`src/pre_settings.svh`:
```
// frame geometry is fixed by the PE array column width; PRE_AW must cover PRE_ROWS*PRE_COLS
`ifndef PRE_SETTINGS_SVH
`define PRE_SETTINGS_SVH

////////////////////
// frame geometry
////////////////////
`define PRE_ROWS      24                       // pixel rows per frame
`define PRE_COLS      32                       // pixel columns per frame
`define PRE_PAD_COLS  (`PRE_COLS + 2)          // output columns incl. both edge pads
`define PRE_FRAME_PIX (`PRE_ROWS * `PRE_COLS)  // pixels held in one bank

////////////////////
// flow control and addressing
////////////////////
`define PRE_CREDITS   4                        // credits granted at reset
`define PRE_AW        10                       // pixel address within one bank

`endif

```
`src/pre_pkg.sv`:
```
// shared types only; column byte 0 is the top pad and the last byte is the bottom pad
`default_nettype none

`include "pre_settings.svh"

package pre_pkg;

  ////////////////////
  // reader FSM
  ////////////////////
  typedef enum logic [1:0] {
    IDLE,     // wait for a full bank
    GATHER,   // read one pixel column
    EMIT,     // hold column until a credit is free
    RELEASE   // hand the bank back to the writer
  } rd_state_e;

  typedef enum logic {
    BANK_A,
    BANK_B
  } bank_e;

  ////////////////////
  // output column
  ////////////////////
  localparam int COL_BYTES = `PRE_ROWS + 2;    // pad + pixels + pad

  typedef logic [COL_BYTES-1:0][7:0] column_t;  // 208 bits

endpackage

`default_nettype wire

```
`src/frame_if.sv`:
```
// rd_data follows rd_addr by one cycle; release_bank is a single-cycle pulse naming rd_bank
`timescale 1ns/1ps
`default_nettype none

`include "pre_settings.svh"

interface frame_if;
  import pre_pkg::*;

  logic [1:0]         full;          // one bit per bank, set when a frame lands
  logic [7:0]         rd_data;       // pixel at last cycle's rd_addr
  bank_e              rd_bank;       // bank the reader works on
  logic [`PRE_AW-1:0] rd_addr;       // row-major pixel address
  logic               release_bank;  // reader done with rd_bank

  // frame buffer side
  modport buf_mp (
    output full,
    output rd_data,
    input  rd_bank,
    input  rd_addr,
    input  release_bank
  );

  // column reader side
  modport rd_mp (
    input  full,
    input  rd_data,
    output rd_bank,
    output rd_addr,
    output release_bank
  );

endinterface

`default_nettype wire

```
`src/column_padder.sv`:
```
// pad byte is sampled once per frame in IDLE; i_credit_ret must never exceed columns received
`timescale 1ns/1ps
`default_nettype none

`include "pre_settings.svh"

module column_padder (
  input  wire              PEclk,
  input  wire              rst_n,
  input  wire  [7:0]       i_pad,
  frame_if.rd_mp           fr,
  input  wire              i_credit_ret,
  output pre_pkg::column_t o_col,
  output logic             o_col_vld,
  output logic             o_frame_done
);
  import pre_pkg::*;

  localparam int AW = `PRE_AW;
  localparam int CW = $clog2(`PRE_CREDITS + 1);

  rd_state_e     state;
  bank_e         rd_bank;
  logic [5:0]    col_cnt;      // output column 0..33
  logic [4:0]    row_cnt;      // gather step 0..24
  logic [7:0]    pad_q;        // this frame's pad byte
  logic [CW-1:0] credits;
  column_t       col_buf;

  logic          spend;
  logic          last_col;
  logic          next_edge;    // next column is the right pad column
  logic          gathering;

  assign spend     = (state == EMIT) && (credits != '0);
  assign last_col  = (col_cnt == 6'(`PRE_PAD_COLS - 1));
  assign next_edge = (col_cnt == 6'(`PRE_PAD_COLS - 2));
  assign gathering = (state == GATHER) && (row_cnt < 5'(`PRE_ROWS));

  ////////////////////
  // interface drive
  ////////////////////
  assign fr.rd_bank      = rd_bank;
  assign fr.release_bank = (state == RELEASE);
  // pixel (r, c-1) sits at r*32 + c-1
  assign fr.rd_addr = gathering ?
                      AW'(row_cnt) * AW'(`PRE_COLS) + AW'(col_cnt) - AW'(1) : '0;

  assign o_col        = col_buf;
  assign o_col_vld    = spend;
  assign o_frame_done = spend && last_col;

  ////////////////////
  // reader FSM
  ////////////////////
  always_ff @(posedge PEclk or negedge rst_n) begin
    if (!rst_n) begin
      state   <= IDLE;
      rd_bank <= BANK_A;
      col_cnt <= '0;
      row_cnt <= '0;
      pad_q   <= '0;
    end else begin
      case (state)
        IDLE: begin
          if (fr.full[rd_bank]) begin
            pad_q   <= i_pad;
            col_cnt <= '0;
            state   <= EMIT;      // column 0 is pads only
          end
        end
        GATHER: begin
          row_cnt <= row_cnt + 5'd1;
          if (row_cnt == 5'(`PRE_ROWS)) state <= EMIT;  // last byte captured
        end
        EMIT: begin
          if (spend) begin
            if (last_col) begin
              state <= RELEASE;
            end else begin
              col_cnt <= col_cnt + 6'd1;
              row_cnt <= '0;
              if (!next_edge) state <= GATHER;
            end
          end
        end
        RELEASE: begin
          rd_bank <= (rd_bank == BANK_A) ? BANK_B : BANK_A;  // alternate banks
          state   <= IDLE;
        end
        default: state <= IDLE;
      endcase
    end
  end

  // column assembly; byte r+1 gets the read issued one step earlier
  always_ff @(posedge PEclk) begin
    case (state)
      IDLE: col_buf <= {COL_BYTES{i_pad}};
      GATHER: begin
        if (row_cnt == '0) begin
          col_buf[0]             <= pad_q;
          col_buf[COL_BYTES - 1] <= pad_q;
        end else begin
          col_buf[row_cnt] <= fr.rd_data;
        end
      end
      EMIT: if (spend && next_edge) col_buf <= {COL_BYTES{pad_q}};
      default: ;
    endcase
  end

  ////////////////////
  // credit counter
  ////////////////////
  always_ff @(posedge PEclk or negedge rst_n) begin
    if (!rst_n) begin
      credits <= CW'(`PRE_CREDITS);
    end else begin
      credits <= credits - CW'(spend) + CW'(i_credit_ret);
    end
  end

  // downstream returns no more than it received
  a_credit_max: assert property (@(posedge PEclk) disable iff (!rst_n)
    credits <= CW'(`PRE_CREDITS));

endmodule

`default_nettype wire

```
`src/flat_wrapper.sv`:
```
// flat-port wrapper written by rule: the top's interface ports become plain ports
module column_padder_flat import pre_pkg::*;
  (PEclk, rst_n, i_pad, i_credit_ret, o_col, o_col_vld, o_frame_done, fr_full, fr_rd_data, fr_rd_bank, fr_rd_addr, fr_release_bank);
  frame_if fr_i ();
  input  wire PEclk;
  input  wire rst_n;
  input  wire  [7:0] i_pad;
  input  wire i_credit_ret;
  output pre_pkg::column_t o_col;
  output logic o_col_vld;
  output logic o_frame_done;
  input wire logic [$bits(fr_i.full)-1:0] fr_full;
  input wire logic [$bits(fr_i.rd_data)-1:0] fr_rd_data;
  output wire logic [$bits(fr_i.rd_bank)-1:0] fr_rd_bank;
  output wire logic [$bits(fr_i.rd_addr)-1:0] fr_rd_addr;
  output wire logic [$bits(fr_i.release_bank)-1:0] fr_release_bank;
  assign fr_i.full = fr_full;
  assign fr_i.rd_data = fr_rd_data;
  assign fr_rd_bank = fr_i.rd_bank;
  assign fr_rd_addr = fr_i.rd_addr;
  assign fr_release_bank = fr_i.release_bank;
  column_padder u_core (.PEclk(PEclk), .rst_n(rst_n), .i_pad(i_pad), .fr(fr_i), .i_credit_ret(i_credit_ret), .o_col(o_col), .o_col_vld(o_col_vld), .o_frame_done(o_frame_done));
endmodule
```
`config.mk`:
```
export PLATFORM = sky130hd
export DESIGN_NAME = column_padder_flat
export DESIGN_NICKNAME = d
export VERILOG_FILES = /design/src/pre_pkg.sv /design/src/frame_if.sv /design/src/column_padder.sv /design/src/flat_wrapper.sv
export VERILOG_INCLUDE_DIRS = /design/src
export SDC_FILE = /design/constraint.sdc
export NUM_CORES = 1
export LEC_CHECK = 0
export BUFFER_PORTS_ARGS = -buffer_cell sky130_fd_sc_hd__buf_2
export CORE_MARGIN = 2
export CORE_UTILIZATION = 50
export DETAILED_ROUTE_END_ITERATION = 10
export GPL_TIMING_DRIVEN = 0
export PLACE_DENSITY = 0.78
export SETUP_SLACK_MARGIN = 0.5
export SYNTH_ARGS = -nofsm -noshare
export SYNTH_HDL_FRONTEND = slang
export SYNTH_SLANG_ARGS = --single-unit
export TNS_END_PERCENT = 100
```
`constraint.sdc`:
```
create_clock -name PEclk -period 17.9 [get_ports PEclk]
set_input_delay 1.79 -clock PEclk [delete_from_list [all_inputs] [get_ports PEclk]]
set_output_delay 1.79 -clock PEclk [all_outputs]
set_load 0.01 [all_outputs]
```
Word level (Yosys, flattened, before mapping)
Cells that the tools add are included.
- output and inout bits: 222
- word-level logic and storage cells: 97
- input port bits: 21
- register bits after elaboration: 233
- reduce and logical (&&, ||, !) cells: 17
- equality and inequality tests: 13
- multiplexer cells: 25
- magnitude comparators: 4
- add/sub/neg operators: 6
- operator list (kind ; count):
    case mux 208 bit (3 select lines) ; 1
    bitwise mux 208 bit ; 1
    2-to-1 mux 208 bit ; 1
    2-to-1 mux 192 bit ; 1
    demux 8 bit (select 5 bit) ; 1
    2-to-1 mux 8 bit ; 3
    2-to-1 mux 6 bit ; 3
    equality test 6 bit (second input constant) ; 2
    case mux 6 bit (2 select lines) ; 1
    adder 10 x 6 -> 10 bit ; 1
    2-to-1 mux 10 bit ; 1
    2-to-1 mux 2 bit ; 5
    2-to-1 mux 5 bit ; 2
    case mux 5 bit (2 select lines) ; 1
    subtractor 10 x 1 -> 10 bit (second input constant) ; 1
    inequality test 2 bit (second input constant) ; 4
    case mux 2 bit (4 select lines) ; 1
    AND reduction 4 bit ; 2
    adder 6 x 1 -> 6 bit (second input constant) ; 1
    < comparator 5 x 6 -> 1 bit (second input constant) ; 1
    AND reduction 3 bit ; 2
    nonzero test 3 bit ; 2
    adder 5 x 1 -> 5 bit (second input constant) ; 1
    equality test 5 bit (second input constant) ; 1
    other kinds (15) ; 25

Longest topological paths before layout
- depth after elaboration: 7
- mapped depth: 12
- gate-level depth less buffers: 11

Worst setup path after synthesis
No wires, ideal clock.
- path kind: register to register
- from: register u_core.row_cnt[2]
- to: register u_core.col_buf (netlist bit u_core.o_col[100]), enable pin
- arrival time: 15467 ps
- cell stages (with the launch flop): 9
- slack: 1406 ps
- required time: 16872 ps
- setup time: 1028 ps
- period minus slack after synthesis: 16494 ps
- cell sequence: dfrtp_1 > buf_2 > buf_4 > inv_1 > ha_1 > nand3_1 > buf_2 > inv_1 > a211oi_1
- cells in the longest elaborated chain, start to end: 3
- ends and longest elaborated chain (element ; RTL line ; text):
    start, declared ; column_padder.sv:25 ; logic [4:0] row_cnt;
    start signal, assigned ; column_padder.sv:73 ; row_cnt <= row_cnt + 5'd1;
    zero test 5 bit ; column_padder.sv:101 ; if (row_cnt == '0) begin
    inequality test 2 bit (no line) ; -- ;
    AND reduction 3 bit (no line) ; -- ;
    end signal, assigned ; column_padder.sv:99 ; IDLE: col_buf <= {COL_BYTES{i_pad}};
    end signal, assigned by index ; column_padder.sv:103 ; col_buf[COL_BYTES - 1] <= pad_q;
    end signal, assigned by index ; column_padder.sv:105 ; col_buf[row_cnt] <= fr.rd_data;
    end, declared ; column_padder.sv:28 ; column_t col_buf;
No other way between the ends.
A chain may end at the register's enable or synchronous reset.

Final worst setup path
- from: register u_core.col_cnt[1]
- to: output port fr_rd_addr[7]
- cells in the longest elaborated chain, start to end: 3
- ends and longest elaborated chain (element ; RTL line ; text):
    start, declared ; column_padder.sv:24 ; logic [5:0] col_cnt;
    start signal, assigned ; column_padder.sv:81 ; col_cnt <= col_cnt + 6'd1;
    adder 10 x 6 -> 10 bit ; column_padder.sv:47 ; AW'(row_cnt) * AW'(`PRE_COLS) + AW'(col_cnt) - AW'(1) : '0;
    subtractor 10 x 1 -> 10 bit ; column_padder.sv:47 ;
    2-to-1 mux 10 bit ; column_padder.sv:46 ; assign fr.rd_addr = gathering ?
    end, declared ; flat_wrapper.sv:15 ; output wire logic [$bits(fr_i.rd_addr)-1:0] fr_rd_addr;
No other way between the ends.

==> impl_metrics.yaml <==
run_status:
  status: "finished clean"
routing:
  detail_route.wirelength_um: 41700
  dr.first_iter.drc_count: 1103
  drc_errors: 0
  vias_per_cell: 5.96
  firstDrtPassIters: 6
  wl_per_cell_um: 23.1
  antenna_left: 0
  vias: 10800
global_route:
  antenna_found_initial: 0
  grt_usage: 0.292
  overflow: 0
  grt_max_degree: 26
  grt_pass1_wl_um: 62000
  grt_pass1_vias: 10300
place:
  gp_congestion: 0.902
  hpwl_um: 29500
  io_buffers: 242
synthesis:
  synth_edf_count: 208
  ys_seq_area_frac: 0.525
  ys_ff_latch: 233
  syn_nets: 1222
  synth_ff_type: "edfxtp_1"
  yosysWarningCount: 0
  syn_area_um2: 13100
  synth.distinct_cells: 53
  syn_inst: 1166
  avgSynthCellArea_um2: 11.2
  async_reset_ff_frac: 0.107
cells_and_area:
  drive_above_1_share: 0.373
  synthToLayoutAreaGrowth_pct: 20.8
  layout_commonest_cell: "buf_2"
  antenna_cells: 0
  nets: 1504
  final_cell_mix: "266 x buf_2, 208 x edfxtp_1, 207 x nand2_1"
sta:
  fin_setup_tns_ns: 0
  hold_viol: 0
  fmax_mhz: 210
  setup_viol: 0
  clock_skew_ns: 0.0149
  worstMarginPinSlew_ns: 1.28
  fin_crit_sh: 0.266
  min_period_ns: 4.76
  slew_viol_final: 0
  grt_setup_unrepaired: "false"
  max_slew_margin: 0.144
floorplanning:
  ios: 243
  die_area_um2: 27500
  rows: 59
  die_h_um: 166
  die_w_um: 166
  core_um2: 25900
  start_util: 0.505
pwr:
  comb_power_share: 0.521
  p_clk_frac: 0.134
  p_leak_nw: 6.28
  p_per_area_nw_per_um2: 243
  swShare: 0.421
  netSwitchingPower_mw: 1.61
  finalPower_mw: 3.83
  p_int_mw: 2.22
  seqPwrFrac: 0.345
  vdd_drop_max_mv: 0.155
clocking:
  cts_resized: 0
  cts-hold-fix-buffers: 0
  insertion_delay_ns: 0.53
  clk_pin_slew_ns: 0.06
  post_cts_buffers: 0
  tritoncts: "built"
  cts.sinks: 233
  numCtsBuffers: 26
  cts_buffer_depth: 3
  clock-root-buffer: "clkbuf_16"
  h-tree-depth: 1
critical_path:
  cp-startpoint: "u_core.col_cnt[1]$_DFFE_PN0P_"
  r2r_end: "u_core.o_col[132]$_DFFE_PP_"
  r2r-start: "u_core.row_cnt[2]$_DFFE_PN0P_"
  reg2reg_depth: 12
  worst_ep_required_time_ns: 16.11
  path_buf_inv: 3
  endpoint_kind: "output port"
  worstSetupPathType: "flop to output port"
  r2r_setup_slack_ns: 14.29
  critPathCapture: "fr_rd_addr[7]"
  crit_family: "adder cells"
  cp_slowest_cell: "dfrtp_1"
  arrival_ns: 2.97
  slowest_delay_ns: 0.44
  cp-start-kind: "flop"
  crit_cells: 10
  worstPathCellList: "inv_1 -> ha_1 -> inv_1 -> fa_1 -> nor2_1 -> o31a_2 -> o21a_1 -> nor3_1 -> nor3_1 -> buf_2"
  cp_max_fo: 5
hold_path:
  min_path_type: "flop to flop"
flow_run:
  max_cap_viol_count: 0
==> cell usage after synthesis (all sizes together) (7+ instances only) <==
| cell type | n | share of area |
|---|---|---|
| nand2 | 219 | 0.065 |
| edfxtp | 208 | 0.48 |
| mux2 | 202 | 0.17 |
| a21oi | 197 | 0.075 |
| clkbuf | 60 | 0.017 |
| ha | 33 | 0.032 |
| nor2 | 30 | 0.0092 |
| buf | 27 | 0.011 |
| inv | 26 | 0.0075 |
| dfrtp | 24 | 0.046 |
| mux2i | 21 | 0.016 |
| nand3 | 20 | 0.011 |
| o21ai | 18 | 0.0069 |
| a31oi | 17 | 0.0081 |
| a21boi | 8 | 0.0060 |
| a21o | 8 | 0.0046 |
| xnor2 | 7 | 0.0047 |
==> power groups by stage <==
| stage | Clock [mW] | Combinational (mW) | Sequential [mW] |
|---|---|---|---|
| 4_1_cts | 0.516 | 1.98 | 1.31 |
| 6_report | 0.514 | 2.00 | 1.32 |
| 5_1_grt | 0.533 | 2.16 | 1.35 |
| 2_1_floorplan | 0 | 1.06 | 1.58 |
| 3_3_place_gp | 0 | 1.74 | 1.45 |
| 3_5_place_dp | 0 | 1.97 | 1.32 |
==> kinds of logic (layout without fill, tap and decap cells) <==
group	Yosys count	count (layout)	synth area share
buffers and inverters	113	415	0.0353
flip-flops	233	233	0.525
AO/OA/AOI/OAI	262	262	0.111
XOR/XNOR	9	9	0.00602
AND/OR/NAND/NOR	291	291	0.0975
multiplexers	223	223	0.190
adder cells (fa/ha/maj)	35	35	0.0346
==> worst min-delay path by stage <==
stage	start	end	cells past startpoint
floorplan	u_core.credits[1]$_DFF_PN0_	u_core.credits[2]$_DFF_PN1_	1
global placement	u_core.fr.rd_bank$_DFFE_PN0P_	u_core.fr.rd_bank$_DFFE_PN0P_	1
detailed placement	u_core.fr.rd_bank$_DFFE_PN0P_	u_core.fr.rd_bank$_DFFE_PN0P_	1
CTS	u_core.fr.rd_bank$_DFFE_PN0P_	u_core.fr.rd_bank$_DFFE_PN0P_	1
global route	u_core.fr.rd_bank$_DFFE_PN0P_	u_core.fr.rd_bank$_DFFE_PN0P_	1
finish	u_core.fr.rd_bank$_DFFE_PN0P_	u_core.fr.rd_bank$_DFFE_PN0P_	1
==> final cells by class <==
cell class / count / area, µm²
well taps: 335 / 419
inverters: 26 / 97.6
clock inverters: 11 / 83.8
multi-input cells: 820 / 5760
clock buffers: 37 / 723
fillers: 2056 / 10100
flip-flops and latches: 233 / 6870
repair buffers: 254 / 1480
plain buffers: 87 / 364
==> stage by stage <==
| stage | util | setup WS (ns) | instance area, µm² | cells | hold slack [ns] |
|---|---|---|---|---|---|
| after CTS | 0.610 | 13.16 | 15800 | 1803 | 0.507 |
| final | 0.610 | 13.14 | 15800 | 1803 | 0.507 |
| after global placement | 0.568 | -5.32 | 14700 | 1743 | 0.490 |
| after global routing | 0.610 | 12.94 | 15800 | 1803 | 0.521 |
| after floorplan | - | 1.41 | 13100 | 1166 | 0.482 |
| after detailed placement | 0.579 | 13.72 | 15000 | 1755 | 0.497 |
==> per-layer routing <==
layer / global-route usage / vias up / share of wire
met2: 0.475 / 616 / 0.46
met4: 0.123 / 0 / 0.046
met3: 0.0727 / 114 / 0.11
met5: 0 / - / 0
met1: 0.374 / 5208 / 0.38
li1: - / 4813 / -
==> flip-flops by register name (all words and copies together), names as in the netlist <==
| signal | flops |
|---|---|
| u_core.col_cnt | 6 |
| u_core.credits | 3 |
| u_core.fr.rd_bank | 1 |
| u_core.o_col | 208 |
| u_core.pad_q | 8 |
| u_core.row_cnt | 5 |
| u_core.state | 2 |
Note: power is estimated with default switching activity, not from simulation.
